## src/logic/board_io_pkg.sv

```systemverilog
`default_nettype none

package board_io_pkg;

	// UART bit timing, 8N1
	localparam int CLKS_PER_BIT = 16;
	localparam int HALF_BIT = CLKS_PER_BIT / 2;
	localparam int BIT_CNT_W = $clog2(CLKS_PER_BIT);
	localparam int DATA_BITS = 8;

	// Seven-segment bank geometry
	localparam int NUM_DIGITS = 8;
	localparam int SEG_W = 7;
	localparam int HEX_W = 4;

	// Board I/O widths
	localparam int KEY_W = 3;
	localparam int SW_W = 18;
	localparam int LEDG_W = 9;

	// Pushbutton roles, bit 0 is KEY1
	localparam int KEY_CLEAR = 0;
	localparam int KEY_LOAD = 1;
	localparam int KEY_SEND = 2;

	typedef logic [DATA_BITS-1:0] uart_byte_t;
	typedef logic [HEX_W-1:0] hex_digit_t;
	// Active low, bit 0 is segment a
	typedef logic [SEG_W-1:0] seg7_t;
	// HEX0 in the lowest bits
	typedef logic [NUM_DIGITS*SEG_W-1:0] hex_bank_t;
	typedef logic [NUM_DIGITS*HEX_W-1:0] digit_reg_t;
	typedef logic [KEY_W-1:0] key_mask_t;
	typedef logic [SW_W-1:0] switch_t;
	typedef logic [BIT_CNT_W-1:0] bit_cnt_t;
	typedef logic [$clog2(DATA_BITS)-1:0] bit_idx_t;

	// Single-cycle strobes, payload only meaningful while valid
	typedef struct packed {
		logic valid;
		uart_byte_t data;
		logic frame_error;
	} rx_event_t;

	typedef struct packed {
		logic valid;
		key_mask_t pressed;
	} key_event_t;

	typedef struct packed {
		logic valid;
		uart_byte_t data;
	} tx_request_t;

	typedef enum logic [1:0] {RX_IDLE, RX_START, RX_DATA, RX_STOP} rx_state_t;
	typedef enum logic [1:0] {TX_IDLE, TX_START, TX_DATA, TX_STOP} tx_state_t;

endpackage

`default_nettype wire

```

## src/logic/uart_rx_deframer.sv

```systemverilog
`timescale 1ns/10ps
`default_nettype none

module uart_rx_deframer (
	input logic clock_50,
	input logic rst_n,
	input logic uart_rxd,
	output board_io_pkg::rx_event_t rx_event
);
	import board_io_pkg::*;

	// Synchronizer chain, line idles high
	logic [1:0] rxd_meta;
	logic rxd_sync;
	// Previous synchronized value for the start edge
	logic rxd_last;

	rx_state_t state;
	bit_cnt_t bit_cnt;
	bit_idx_t bit_idx;
	logic bit_end;

	// Payload
	uart_byte_t shift_q;
	logic frame_err_q;
	logic event_valid;

	assign rxd_sync = rxd_meta[1];
	// Counter at the middle of a data or stop bit
	assign bit_end = (bit_cnt == bit_cnt_t'(CLKS_PER_BIT - 1));

	always_ff @(posedge clock_50) begin
		if (!rst_n) begin
			rxd_meta <= 2'b11;
			rxd_last <= 1'b1;
		end else begin
			rxd_meta <= {rxd_meta[0], uart_rxd};
			rxd_last <= rxd_sync;
		end
	end

	always_ff @(posedge clock_50) begin
		if (!rst_n) begin
			state <= RX_IDLE;
			bit_cnt <= '0;
			bit_idx <= '0;
			event_valid <= 1'b0;
		end else begin
			event_valid <= 1'b0;
			case (state)
				RX_IDLE: begin
					bit_cnt <= '0;
					bit_idx <= '0;
					// Falling edge opens a frame
					if (rxd_last && !rxd_sync) begin
						state <= RX_START;
					end
				end
				RX_START: begin
					if (bit_cnt == bit_cnt_t'(HALF_BIT - 1)) begin
						bit_cnt <= '0;
						// Line back high at half a bit, treat as a glitch
						state <= rxd_sync ? RX_IDLE : RX_DATA;
					end else begin
						bit_cnt <= bit_cnt + 1'b1;
					end
				end
				RX_DATA: begin
					bit_cnt <= bit_cnt + 1'b1;
					if (bit_end) begin
						bit_idx <= bit_idx + 1'b1;
						if (bit_idx == bit_idx_t'(DATA_BITS - 1)) begin
							state <= RX_STOP;
						end
					end
				end
				RX_STOP: begin
					bit_cnt <= bit_cnt + 1'b1;
					if (bit_end) begin
						// Event shows up the cycle after the stop sample
						event_valid <= 1'b1;
						state <= RX_IDLE;
					end
				end
				default: state <= RX_IDLE;
			endcase
		end
	end

	// LSB arrives first, shift in from the top
	always_ff @(posedge clock_50) begin
		if (state == RX_DATA && bit_end) begin
			shift_q <= {rxd_sync, shift_q[DATA_BITS-1:1]};
		end
		if (state == RX_STOP && bit_end) begin
			frame_err_q <= !rxd_sync;
		end
	end

	assign rx_event.valid = event_valid;
	assign rx_event.data = shift_q;
	assign rx_event.frame_error = frame_err_q;

endmodule

`default_nettype wire

```

## src/logic/key_press_capture.sv

```systemverilog
`timescale 1ns/10ps
`default_nettype none

module key_press_capture (
	input logic clock_50,
	input logic rst_n,
	input board_io_pkg::key_mask_t key,
	output board_io_pkg::key_event_t key_event
);
	import board_io_pkg::*;

	// Buttons are active low, released reads as ones
	key_mask_t key_meta;
	key_mask_t key_sync;
	key_mask_t key_last;
	// High to low transitions this cycle
	key_mask_t fall;

	logic press_valid;
	key_mask_t press_mask;

	assign fall = key_last & ~key_sync;

	always_ff @(posedge clock_50) begin
		if (!rst_n) begin
			key_meta <= '1;
			key_sync <= '1;
			key_last <= '1;
			press_valid <= 1'b0;
		end else begin
			// Two synchronizer stages
			key_meta <= key;
			key_sync <= key_meta;
			key_last <= key_sync;
			// Any button pressed raises the strobe
			press_valid <= |fall;
		end
	end

	// Simultaneous presses share one event
	always_ff @(posedge clock_50) begin
		press_mask <= fall;
	end

	assign key_event.valid = press_valid;
	assign key_event.pressed = press_mask;

endmodule

`default_nettype wire

```

## src/logic/display_controller.sv

```systemverilog
`timescale 1ns/10ps
`default_nettype none

module display_controller (
	input logic clock_50,
	input logic rst_n,
	input board_io_pkg::rx_event_t rx_event,
	input board_io_pkg::key_event_t key_event,
	input board_io_pkg::switch_t sw,
	output board_io_pkg::tx_request_t tx_request,
	output board_io_pkg::hex_bank_t hex,
	output logic [board_io_pkg::LEDG_W-1:0] ledg,
	output board_io_pkg::switch_t ledr
);
	import board_io_pkg::*;

	// Active-low hex font, bit 0 is segment a
	function automatic seg7_t seg_decode(input hex_digit_t digit);
		seg7_t seg;
		case (digit)
			4'h0: seg = 7'h40;
			4'h1: seg = 7'h79;
			4'h2: seg = 7'h24;
			4'h3: seg = 7'h30;
			4'h4: seg = 7'h19;
			4'h5: seg = 7'h12;
			4'h6: seg = 7'h02;
			4'h7: seg = 7'h78;
			4'h8: seg = 7'h00;
			4'h9: seg = 7'h10;
			4'ha: seg = 7'h08;
			4'hb: seg = 7'h03;
			4'hc: seg = 7'h46;
			4'hd: seg = 7'h21;
			4'he: seg = 7'h06;
			// F
			default: seg = 7'h0e;
		endcase
		return seg;
	endfunction

	// Eight hex digits, newest byte in the low end
	digit_reg_t digits_q;
	digit_reg_t digits_next;
	// Sticky framing error and last good byte
	logic err_q;
	logic err_next;
	uart_byte_t last_q;
	uart_byte_t last_next;

	logic tx_valid_q;
	logic tx_valid_next;
	uart_byte_t tx_data_q;
	uart_byte_t tx_data_next;
	hex_bank_t hex_next;

	logic key_clear;
	logic key_load;
	logic key_send;
	logic byte_ok;
	logic byte_bad;

	assign key_clear = key_event.valid && key_event.pressed[KEY_CLEAR];
	assign key_load = key_event.valid && key_event.pressed[KEY_LOAD];
	assign key_send = key_event.valid && key_event.pressed[KEY_SEND];
	// Key 1 swallows any byte event in the same cycle
	assign byte_ok = rx_event.valid && !rx_event.frame_error && !key_clear;
	assign byte_bad = rx_event.valid && rx_event.frame_error && !key_clear;

	always_comb begin
		digits_next = digits_q;
		err_next = err_q;
		last_next = last_q;
		tx_valid_next = 1'b0;
		tx_data_next = sw[DATA_BITS-1:0];
		if (key_clear) begin
			digits_next = '0;
			err_next = 1'b0;
		end else begin
			// Oldest byte falls off the top
			if (byte_ok) begin
				digits_next = {digits_q[23:0], rx_event.data};
			end
			// Switch load lands on top of a same-cycle shift
			if (key_load) begin
				digits_next[15:0] = sw[15:0];
			end
		end
		if (byte_bad) begin
			err_next = 1'b1;
		end
		// Echo beats a key 3 request
		if (byte_ok) begin
			last_next = rx_event.data;
			tx_valid_next = 1'b1;
			tx_data_next = rx_event.data;
		end else if (key_send) begin
			tx_valid_next = 1'b1;
		end
		// Decode the next value so segments track the register
		for (int i = 0; i < NUM_DIGITS; i++) begin
			hex_next[i*SEG_W +: SEG_W] = seg_decode(digits_next[i*HEX_W +: HEX_W]);
		end
	end

	always_ff @(posedge clock_50) begin
		if (!rst_n) begin
			digits_q <= '0;
			err_q <= 1'b0;
			last_q <= '0;
			tx_valid_q <= 1'b0;
			ledr <= '0;
			hex <= {NUM_DIGITS{seg_decode(hex_digit_t'(0))}};
		end else begin
			digits_q <= digits_next;
			err_q <= err_next;
			last_q <= last_next;
			tx_valid_q <= tx_valid_next;
			ledr <= sw;
			hex <= hex_next;
		end
	end

	always_ff @(posedge clock_50) begin
		tx_data_q <= tx_data_next;
	end

	assign ledg = {err_q, last_q};
	assign tx_request.valid = tx_valid_q;
	assign tx_request.data = tx_data_q;

endmodule

`default_nettype wire

```

## src/logic/uart_tx_serializer.sv

```systemverilog
`timescale 1ns/10ps
`default_nettype none

module uart_tx_serializer (
	input logic clock_50,
	input logic rst_n,
	input board_io_pkg::tx_request_t tx_request,
	output logic uart_txd
);
	import board_io_pkg::*;

	tx_state_t state;
	bit_cnt_t bit_cnt;
	bit_idx_t bit_idx;
	logic bit_end;
	// Remaining data bits, LSB goes out next
	uart_byte_t shift_q;

	// Last cycle of the bit currently on the line
	assign bit_end = (bit_cnt == bit_cnt_t'(CLKS_PER_BIT - 1));

	always_ff @(posedge clock_50) begin
		if (!rst_n) begin
			state <= TX_IDLE;
			bit_cnt <= '0;
			bit_idx <= '0;
			uart_txd <= 1'b1;
		end else begin
			case (state)
				TX_IDLE: begin
					bit_cnt <= '0;
					bit_idx <= '0;
					uart_txd <= 1'b1;
					// Only idle takes a request
					if (tx_request.valid) begin
						uart_txd <= 1'b0;
						state <= TX_START;
					end
				end
				TX_START: begin
					bit_cnt <= bit_cnt + 1'b1;
					if (bit_end) begin
						uart_txd <= shift_q[0];
						state <= TX_DATA;
					end
				end
				TX_DATA: begin
					bit_cnt <= bit_cnt + 1'b1;
					if (bit_end) begin
						bit_idx <= bit_idx + 1'b1;
						if (bit_idx == bit_idx_t'(DATA_BITS - 1)) begin
							// Stop bit
							uart_txd <= 1'b1;
							state <= TX_STOP;
						end else begin
							uart_txd <= shift_q[0];
						end
					end
				end
				TX_STOP: begin
					bit_cnt <= bit_cnt + 1'b1;
					if (bit_end) begin
						state <= TX_IDLE;
					end
				end
				default: state <= TX_IDLE;
			endcase
		end
	end

	// Load on accept, shift as each data bit goes out
	always_ff @(posedge clock_50) begin
		if (state == TX_IDLE && tx_request.valid) begin
			shift_q <= tx_request.data;
		end else if ((state == TX_START || state == TX_DATA) && bit_end) begin
			shift_q <= shift_q >> 1;
		end
	end

endmodule

`default_nettype wire

```

## src/logic/board_io_top.sv

```systemverilog
`timescale 1ns/10ps
`default_nettype none

module board_io_top (
	input logic clock_50,
	input logic rst_n,
	input board_io_pkg::key_mask_t key,
	input board_io_pkg::switch_t sw,
	input logic uart_rxd,
	output logic uart_txd,
	output logic [board_io_pkg::LEDG_W-1:0] ledg,
	output board_io_pkg::switch_t ledr,
	output board_io_pkg::hex_bank_t hex
);
	import board_io_pkg::*;

	// Strobes between the blocks
	rx_event_t rx_event;
	key_event_t key_event;
	tx_request_t tx_request;

	// Serial receive side
	uart_rx_deframer u_rx (
		.clock_50 (clock_50),
		.rst_n (rst_n),
		.uart_rxd (uart_rxd),
		.rx_event (rx_event)
	);

	// KEY3 to KEY1
	key_press_capture u_keys (
		.clock_50 (clock_50),
		.rst_n (rst_n),
		.key (key),
		.key_event (key_event)
	);

	// Digits, LEDs and transmit requests
	display_controller u_display (
		.clock_50 (clock_50),
		.rst_n (rst_n),
		.rx_event (rx_event),
		.key_event (key_event),
		.sw (sw),
		.tx_request (tx_request),
		.hex (hex),
		.ledg (ledg),
		.ledr (ledr)
	);

	// Echo and switch byte go out here
	uart_tx_serializer u_tx (
		.clock_50 (clock_50),
		.rst_n (rst_n),
		.tx_request (tx_request),
		.uart_txd (uart_txd)
	);

endmodule

`default_nettype wire

```

## config.mk

```make
export PLATFORM = sky130hd
export DESIGN_NAME = board_io_top
export DESIGN_NICKNAME = d
export VERILOG_FILES = /design/src/logic/board_io_pkg.sv /design/src/logic/uart_rx_deframer.sv /design/src/logic/key_press_capture.sv /design/src/logic/display_controller.sv /design/src/logic/uart_tx_serializer.sv /design/src/logic/board_io_top.sv
export SDC_FILE = /design/constraint.sdc
export NUM_CORES = 1
export LEC_CHECK = 0
export BUFFER_PORTS_ARGS = -buffer_cell sky130_fd_sc_hd__buf_2
export CAP_MARGIN = 20
export CORE_ASPECT_RATIO = 0.7
export CORE_MARGIN = 2
export CORE_UTILIZATION = 52
export CTS_CLUSTER_SIZE = 20
export DETAILED_ROUTE_END_ITERATION = 10
export PLACE_DENSITY = 0.79
export SETUP_SLACK_MARGIN = 0.1
export SLEW_MARGIN = 20
export SYNTH_ARGS = -nofsm -noshare
export SYNTH_HDL_FRONTEND = slang
export SYNTH_HIERARCHICAL = 1
export SYNTH_SLANG_ARGS = --single-unit
```

## constraint.sdc

```tcl
create_clock -name clock_50 -period 2.4 [get_ports clock_50]
set_input_delay 0.12 -clock clock_50 [delete_from_list [all_inputs] [get_ports clock_50]]
set_output_delay 0.12 -clock clock_50 [all_outputs]
set_load 0.01 [all_outputs]
```

# After elaboration in Yosys (flattened, before gate mapping)
# Memory sizes are Yosys's and may differ from the RTL's. A register that Yosys moved wholly into a read port is not among the register bits.
# Cells that the tools add are included.
dict set report word_totals {
  ff_bits 121
  mem_bits_ro 896
  in_bits 24
  output_inout_bits 84
  word_cells 135
  memories 8
}
dict set report op_classes {
  addsub 4
  n_eq_ne 21
  muxes 36
  bitwise 2
  n_reduce_logical 40
}
# memory depth width rd rd_clocked_by_memory_dff write_ports line
set mem_list {}
lappend mem_list {{(no name shown)} 16 7 1 1 0 display_controller.sv:20} ;# case (digit)
lappend mem_list {{(no name shown)} 16 7 1 1 0 display_controller.sv:20}
lappend mem_list {{(no name shown)} 16 7 1 1 0 display_controller.sv:20}
lappend mem_list {{(no name shown)} 16 7 1 1 0 display_controller.sv:20}
lappend mem_list {{(no name shown)} 16 7 1 1 0 display_controller.sv:20}
lappend mem_list {{(no name shown)} 16 7 1 1 0 display_controller.sv:20}
lappend mem_list {{2 more memories} -- -- -- -- -- --}
# operator count
set ops {}
lappend ops {{two-way mux 32 bit} 2}
lappend ops {{two-way mux 8 bit} 3}
lappend ops {{two-way mux 2 bit} 11}
lappend ops {{!= test 2 x 1 -> 1 bit, second input constant} 9}
lappend ops {{two-way mux 16 bit} 1}
lappend ops {{one-hot mux 2 bit (4 select lines)} 2}
lappend ops {{logical AND 1 bit} 12}
lappend ops {{one-hot mux 3 bit (2 select lines)} 2}
lappend ops {{one-hot mux 4 bit (3 select lines)} 1}
lappend ops {{zero test 1 bit} 11}
lappend ops {{AND reduction 5 bit} 2}
lappend ops {{two-way mux 1 bit} 9}
lappend ops {{adder 4 x 1 -> 4 bit, second input constant} 2}
lappend ops {{== test 2 bit, second input constant} 4}
lappend ops {{== test 4 bit, second input constant} 2}
lappend ops {{one-hot mux 4 bit (2 select lines)} 1}
lappend ops {{nonzero test 2 bit} 4}
lappend ops {{adder 3 x 1 -> 3 bit, second input constant} 2}
lappend ops {{== test 3 bit, second input constant} 2}
lappend ops {{two-way mux 3 bit} 2}
lappend ops {{AND reduction 2 bit} 3}
lappend ops {{OR reduction 3 bit} 2}
lappend ops {{== test 2 x 1 -> 1 bit, second input constant} 2}
lappend ops {{== test 4 x 3 -> 1 bit, second input constant} 1}
lappend ops {{10 further kinds} 11}

# Depth between registers and ports, before layout
dict set report logic_depth {
  word_depth 6
  mapped_depth 15
  depth_no_buf 11
}

# Cells and area by module
# The synthesis kept the hierarchy.
# module n_inst cells_per_inst area_per_inst_um2 seq_area_each_um2
set by_module_without_submodules {}
lappend by_module_without_submodules {display_controller 1 689 6069.6 2482.4}
lappend by_module_without_submodules {uart_tx_serializer 1 80 903.4 440.4}
lappend by_module_without_submodules {uart_rx_deframer 1 72 860.8 530.5}
lappend by_module_without_submodules {key_press_capture 1 27 359.1 260.2}

# Worst setup path before layout
# Ideal clock, no wire load.
dict set report synth_path {
  path_kind {register -> register}
  startpoint {register u_keys.press_valid}
  endpoint {register u_display.hex[31]}
  setup_ps 115
  arrival_time_ps 2383
  setup_slack_ps -98
  stages_incl_launch_ff 12
  path_buffers 5
  period_less_slack_ps 2498
  cell_sequence {dfxtp_1 > buf_4 > and2_1 > buf_6 > buf_4 > buf_6 > buf_2 > a21oi_1 > inv_1 > ha_1 > mux4_2 > and2_1}
}
dict set report synth_via {
  elab_chain_len 5
}
# element line
set synth_lines {}
lappend synth_lines {{start, declared} key_press_capture.sv:19} ;# logic press_valid;
lappend synth_lines {{start signal, assigned} key_press_capture.sv:36} ;# press_valid <= |fall;
lappend synth_lines {{logical AND 1 bit (*)} display_controller.sv:63} ;# assign key_clear = key_event.valid && key_event.pressed[KEY_CLEAR];
lappend synth_lines {{zero test 1 bit} display_controller.sv:67} ;# assign byte_ok = rx_event.valid && !rx_event.frame_error && !key_clear;
lappend synth_lines {{logical AND 1 bit} display_controller.sv:67}
lappend synth_lines {{two-way mux 32 bit} display_controller.sv:81} ;# if (byte_ok) begin
lappend synth_lines {{two-way mux 32 bit (*)} display_controller.sv:76} ;# if (key_clear) begin
lappend synth_lines {{named net u_display.digits_next[17]} display_controller.sv:44} ;# digit_reg_t digits_next;
lappend synth_lines {{end, declared} display_controller.sv:11} ;# output board_io_pkg::hex_bank_t hex,
# Mark *: on every way through the listed nets, which the timed path passes. The rest lies on a longest branch.
# A chain may end at the register's enable or synchronous reset.

# Worst setup path after layout
dict set report layout_path {
  startpoint {register u_rx.frame_err_q}
  endpoint {register u_display.hex[25]}
}
dict set report layout_via {
  elab_chain_len 6
}
# element line
set layout_lines {}
lappend layout_lines {{start, declared} uart_rx_deframer.sv:25} ;# logic frame_err_q;
lappend layout_lines {{start signal, assigned} uart_rx_deframer.sv:96} ;# frame_err_q <= !rxd_sync;
lappend layout_lines {{zero test 1 bit} display_controller.sv:67}
lappend layout_lines {{logical AND 1 bit (2 in series)} display_controller.sv:67}
lappend layout_lines {{two-way mux 32 bit} display_controller.sv:81}
lappend layout_lines {{two-way mux 16 bit} display_controller.sv:85} ;# if (key_load) begin
lappend layout_lines {{two-way mux 32 bit} display_controller.sv:76}
# No other way between the ends.

==> flow_summary.toml <==
[routing]
antenna_left = 0
postRouteWirelength_um = 20330
first_pass_iters = 5
wl_per_cell_um = 16.52
drt_iter0_drc = 622
routed_via_density = 5.580
vias = 6863
drc_errors = 0

[status]
status = "completed"

[clocking]
clockRootBuffer = "clkbuf_16"
cts_tree = "done"
numCtsBuffers = 17
cts.sinks = 177
clockBufferDepth = 2
clk_latency_ps = 430
path_clk_slew_ps = 70
htreeDepth = 4

[timing]
setup_slack_ps = 112.6
fin_crit_ps = 2287
drv_slew = 0
slew_headroom_pct = 48.24
rsz0062_at_grt = "true"
finClkSkew_ps = 10.15
period_share_pct = 95.31
clock.fmax_mhz = 437.2
tns_ps = 0
setup_violations = 0
finalHoldViolCount = 0
tightest_slew_ps = 771.2

[flow_run]
drv_cap = 0

[synthesis]
synth_top_cell_area_share_pct = 39.10
synth_seq_cells = 177
ys.warnings.count = 6
synth_top_cell_by_area = "dfxtp_1"
ys_seq_area_share_pct = 45.33
synth_area_leaders = "dfxtp_1 (39%), ha_1 (9.0%), edfxtp_1 (6.2%), nor2_1 (4.1%), nand2_1 (3.4%)"
ys.flop_type = "dfxtp_1"
syn_nets = 951
yosysMostFrequentCell = "dfxtp_1"
yosysUniqueCellTypes = 81
syn_area_um2 = 8193
synthCells = 868
ys_top_cells_by_count = "dfxtp_1 (160), nor2_1 (89), nand2_1 (75)"
syn_area_per_cell_um2 = 9.439
async_flop_share_pct = 0
synth_edf_count = 17

[placed_design]
gp_congestion = 0.9490
hpwlAfterDp_um = 13480
dp.cells = 1171
dpl_worst_slack_ps = 25.10
port_buffers = 107

[die]
die_h_um = 109.0
dieArea_um2 = 16790
io_pins = 108
die_width_um = 154.0
fp.coreArea_um2 = 15450
num_rows = 38
start_util_pct = 53.02

[global_route]
grt_antenna_before_repair = 0
grt_max_degree = 71
grt_pass1_wl_um = 31730
overflow = 0
grt_pass1_vias = 6207
track_usage_pct = 23.85

[power_and_ir_drop]
total_power_uw = 6661
powerDensity_nw_per_um2 = 651.7
ir_drop_v = 0.0004746
leakage_uw = 0.004441

[setup_path]
crit_required_ps = 2750
worstPathArrival_ps = 2640
path_max_fanout = 5
end_kind = "flop"
ff2ff_path_depth = 8
criticalPathCategory = "flop to flop"
startpoint_type = "flop"

[cells_and_area]
fin_nets = 1100
drive_above_1_share_pct = 27.09
diodes = 0
area_growth_pct = 24.74
fin_cells = 1230

[worst_hold_path]
hp-class = "input pin to flop"
hold_path_depth = 3
==> kinds of logic (layout without fill, tap and decap cells) <==
group,Yosys count,after routing,share of synthesized area [%]
DFF,177,177,45.33
adders and majority gates,59,59,9.010
muxes,44,44,6.017
AOI/OAI and AO/OA,182,182,14.77
xor gates and xnor gates,6,6,0.6415
buffers and inverters,83,245,5.391
and+or+nand+nor,317,317,18.85
==> cell type report <==
class	instances	area (µm²)
fill	1165	5233
inverter	33	126.4
clock inverter	9	138.9
tap	200	250.2
multi-input combinational	608	4252
timing repair buffer	180	1216
sequential	177	3716
clock buffer	23	520.5
==> flip-flops by register name (all words and copies together), names as in the netlist, 4 cells and up, named ones only <==
name,count
u_display/last_q,8
u_display/ledr,18
u_rx/bit_cnt,4
u_display/tx_data_q,8
u_display/hex,56
u_display/digits_q,32
u_tx/bit_cnt,4
u_rx/shift_q,8
u_tx/shift_q,8
==> layout by cell type (no fill, tap or decap), types with 5 or more instances in the layout <==
cell	count
clkbuf_16	19
o22ai_1	5
nor3_1	18
o21ai_0	42
buf_4	42
buf_12	5
a21oi_1	48
ha_1	48
nor2b_1	9
inv_1	26
nand4_1	6
dfxtp_1	158
dlygate4sd3_1	22
and2_1	23
o21ai_1	11
nand2_1	75
nand3_1	34
mux2i_2	5
a211oi_1	5
inv_2	5
mux2i_1	21
edfxtp_1	17
buf_2	107
nor2_1	86
ha_2	6
a31oi_1	8
ha_4	5
nand2b_1	15
mux2_2	13
and3_1	9
==> layer usage <==
| metal | global-route usage [%] | wire length, µm | part of all wire (%) |
|---|---|---|---|
| met3 | 5.604 | 1557 | 7.7 |
| met2 | 37.25 | 9009 | 44 |
| met5 | 0 | 0 | 0 |
| met4 | 6.008 | 184 | 0.91 |
| met1 | 33.61 | 9573 | 47 |
==> through the flow <==
stage	hold slack, ps	cell area [µm²]	utilization (%)
after floorplan	193.0	8280	-
after global placement	303.5	9134	59.11
after detailed placement	302.5	9134	59.11
after global routing	115.3	10220	66.14
after CTS	102.1	10040	65.00
final	112.6	10220	66.14
==> power by group <==
part | switching (µW) | leakage [µW] | total (µW) | internal [µW]
Combinational | 295 | 0.00266 | 529 | 233
Clock | 1180 | 0.000321 | 3040 | 1860
Sequential | 39.2 | 0.00146 | 3090 | 3050
==> path summary, 6_finish.rpt <==
kind,start,slack [ps],end
min reg2reg,u_keys/key_meta[2]$_SDFF_PN1_,410,u_keys/key_sync[2]$_SDFF_PN1_
max reg2reg,u_rx/frame_err_q$_DFFE_PP_,110,u_display/hex[25]$_SDFF_PN0_
min,rst_n,110,u_display/digits_q[21]$_SDFF_PN0_
max,u_rx/frame_err_q$_DFFE_PP_,110,u_display/hex[25]$_SDFF_PN0_
==> critical path, stage by stage, from the launching register on <==
cell	delay, ps
edfxtp_1	410
and2b_4	340
a211oi_2	90
or4_4	610
buf_6	150
ha_4	140
o21ai_0	190
a21oi_1	90
nor3_2	190
==> what timing repair did <==
item	4_1_cts	5_1_grt
resized for setup	2	43
pin swaps	0	7
setup endpoints to repair	13	36
hold buffers	22	0
buffers inserted	2	3
hold endpoints to repair	30	0
Power figures use the tool's default switching activity.
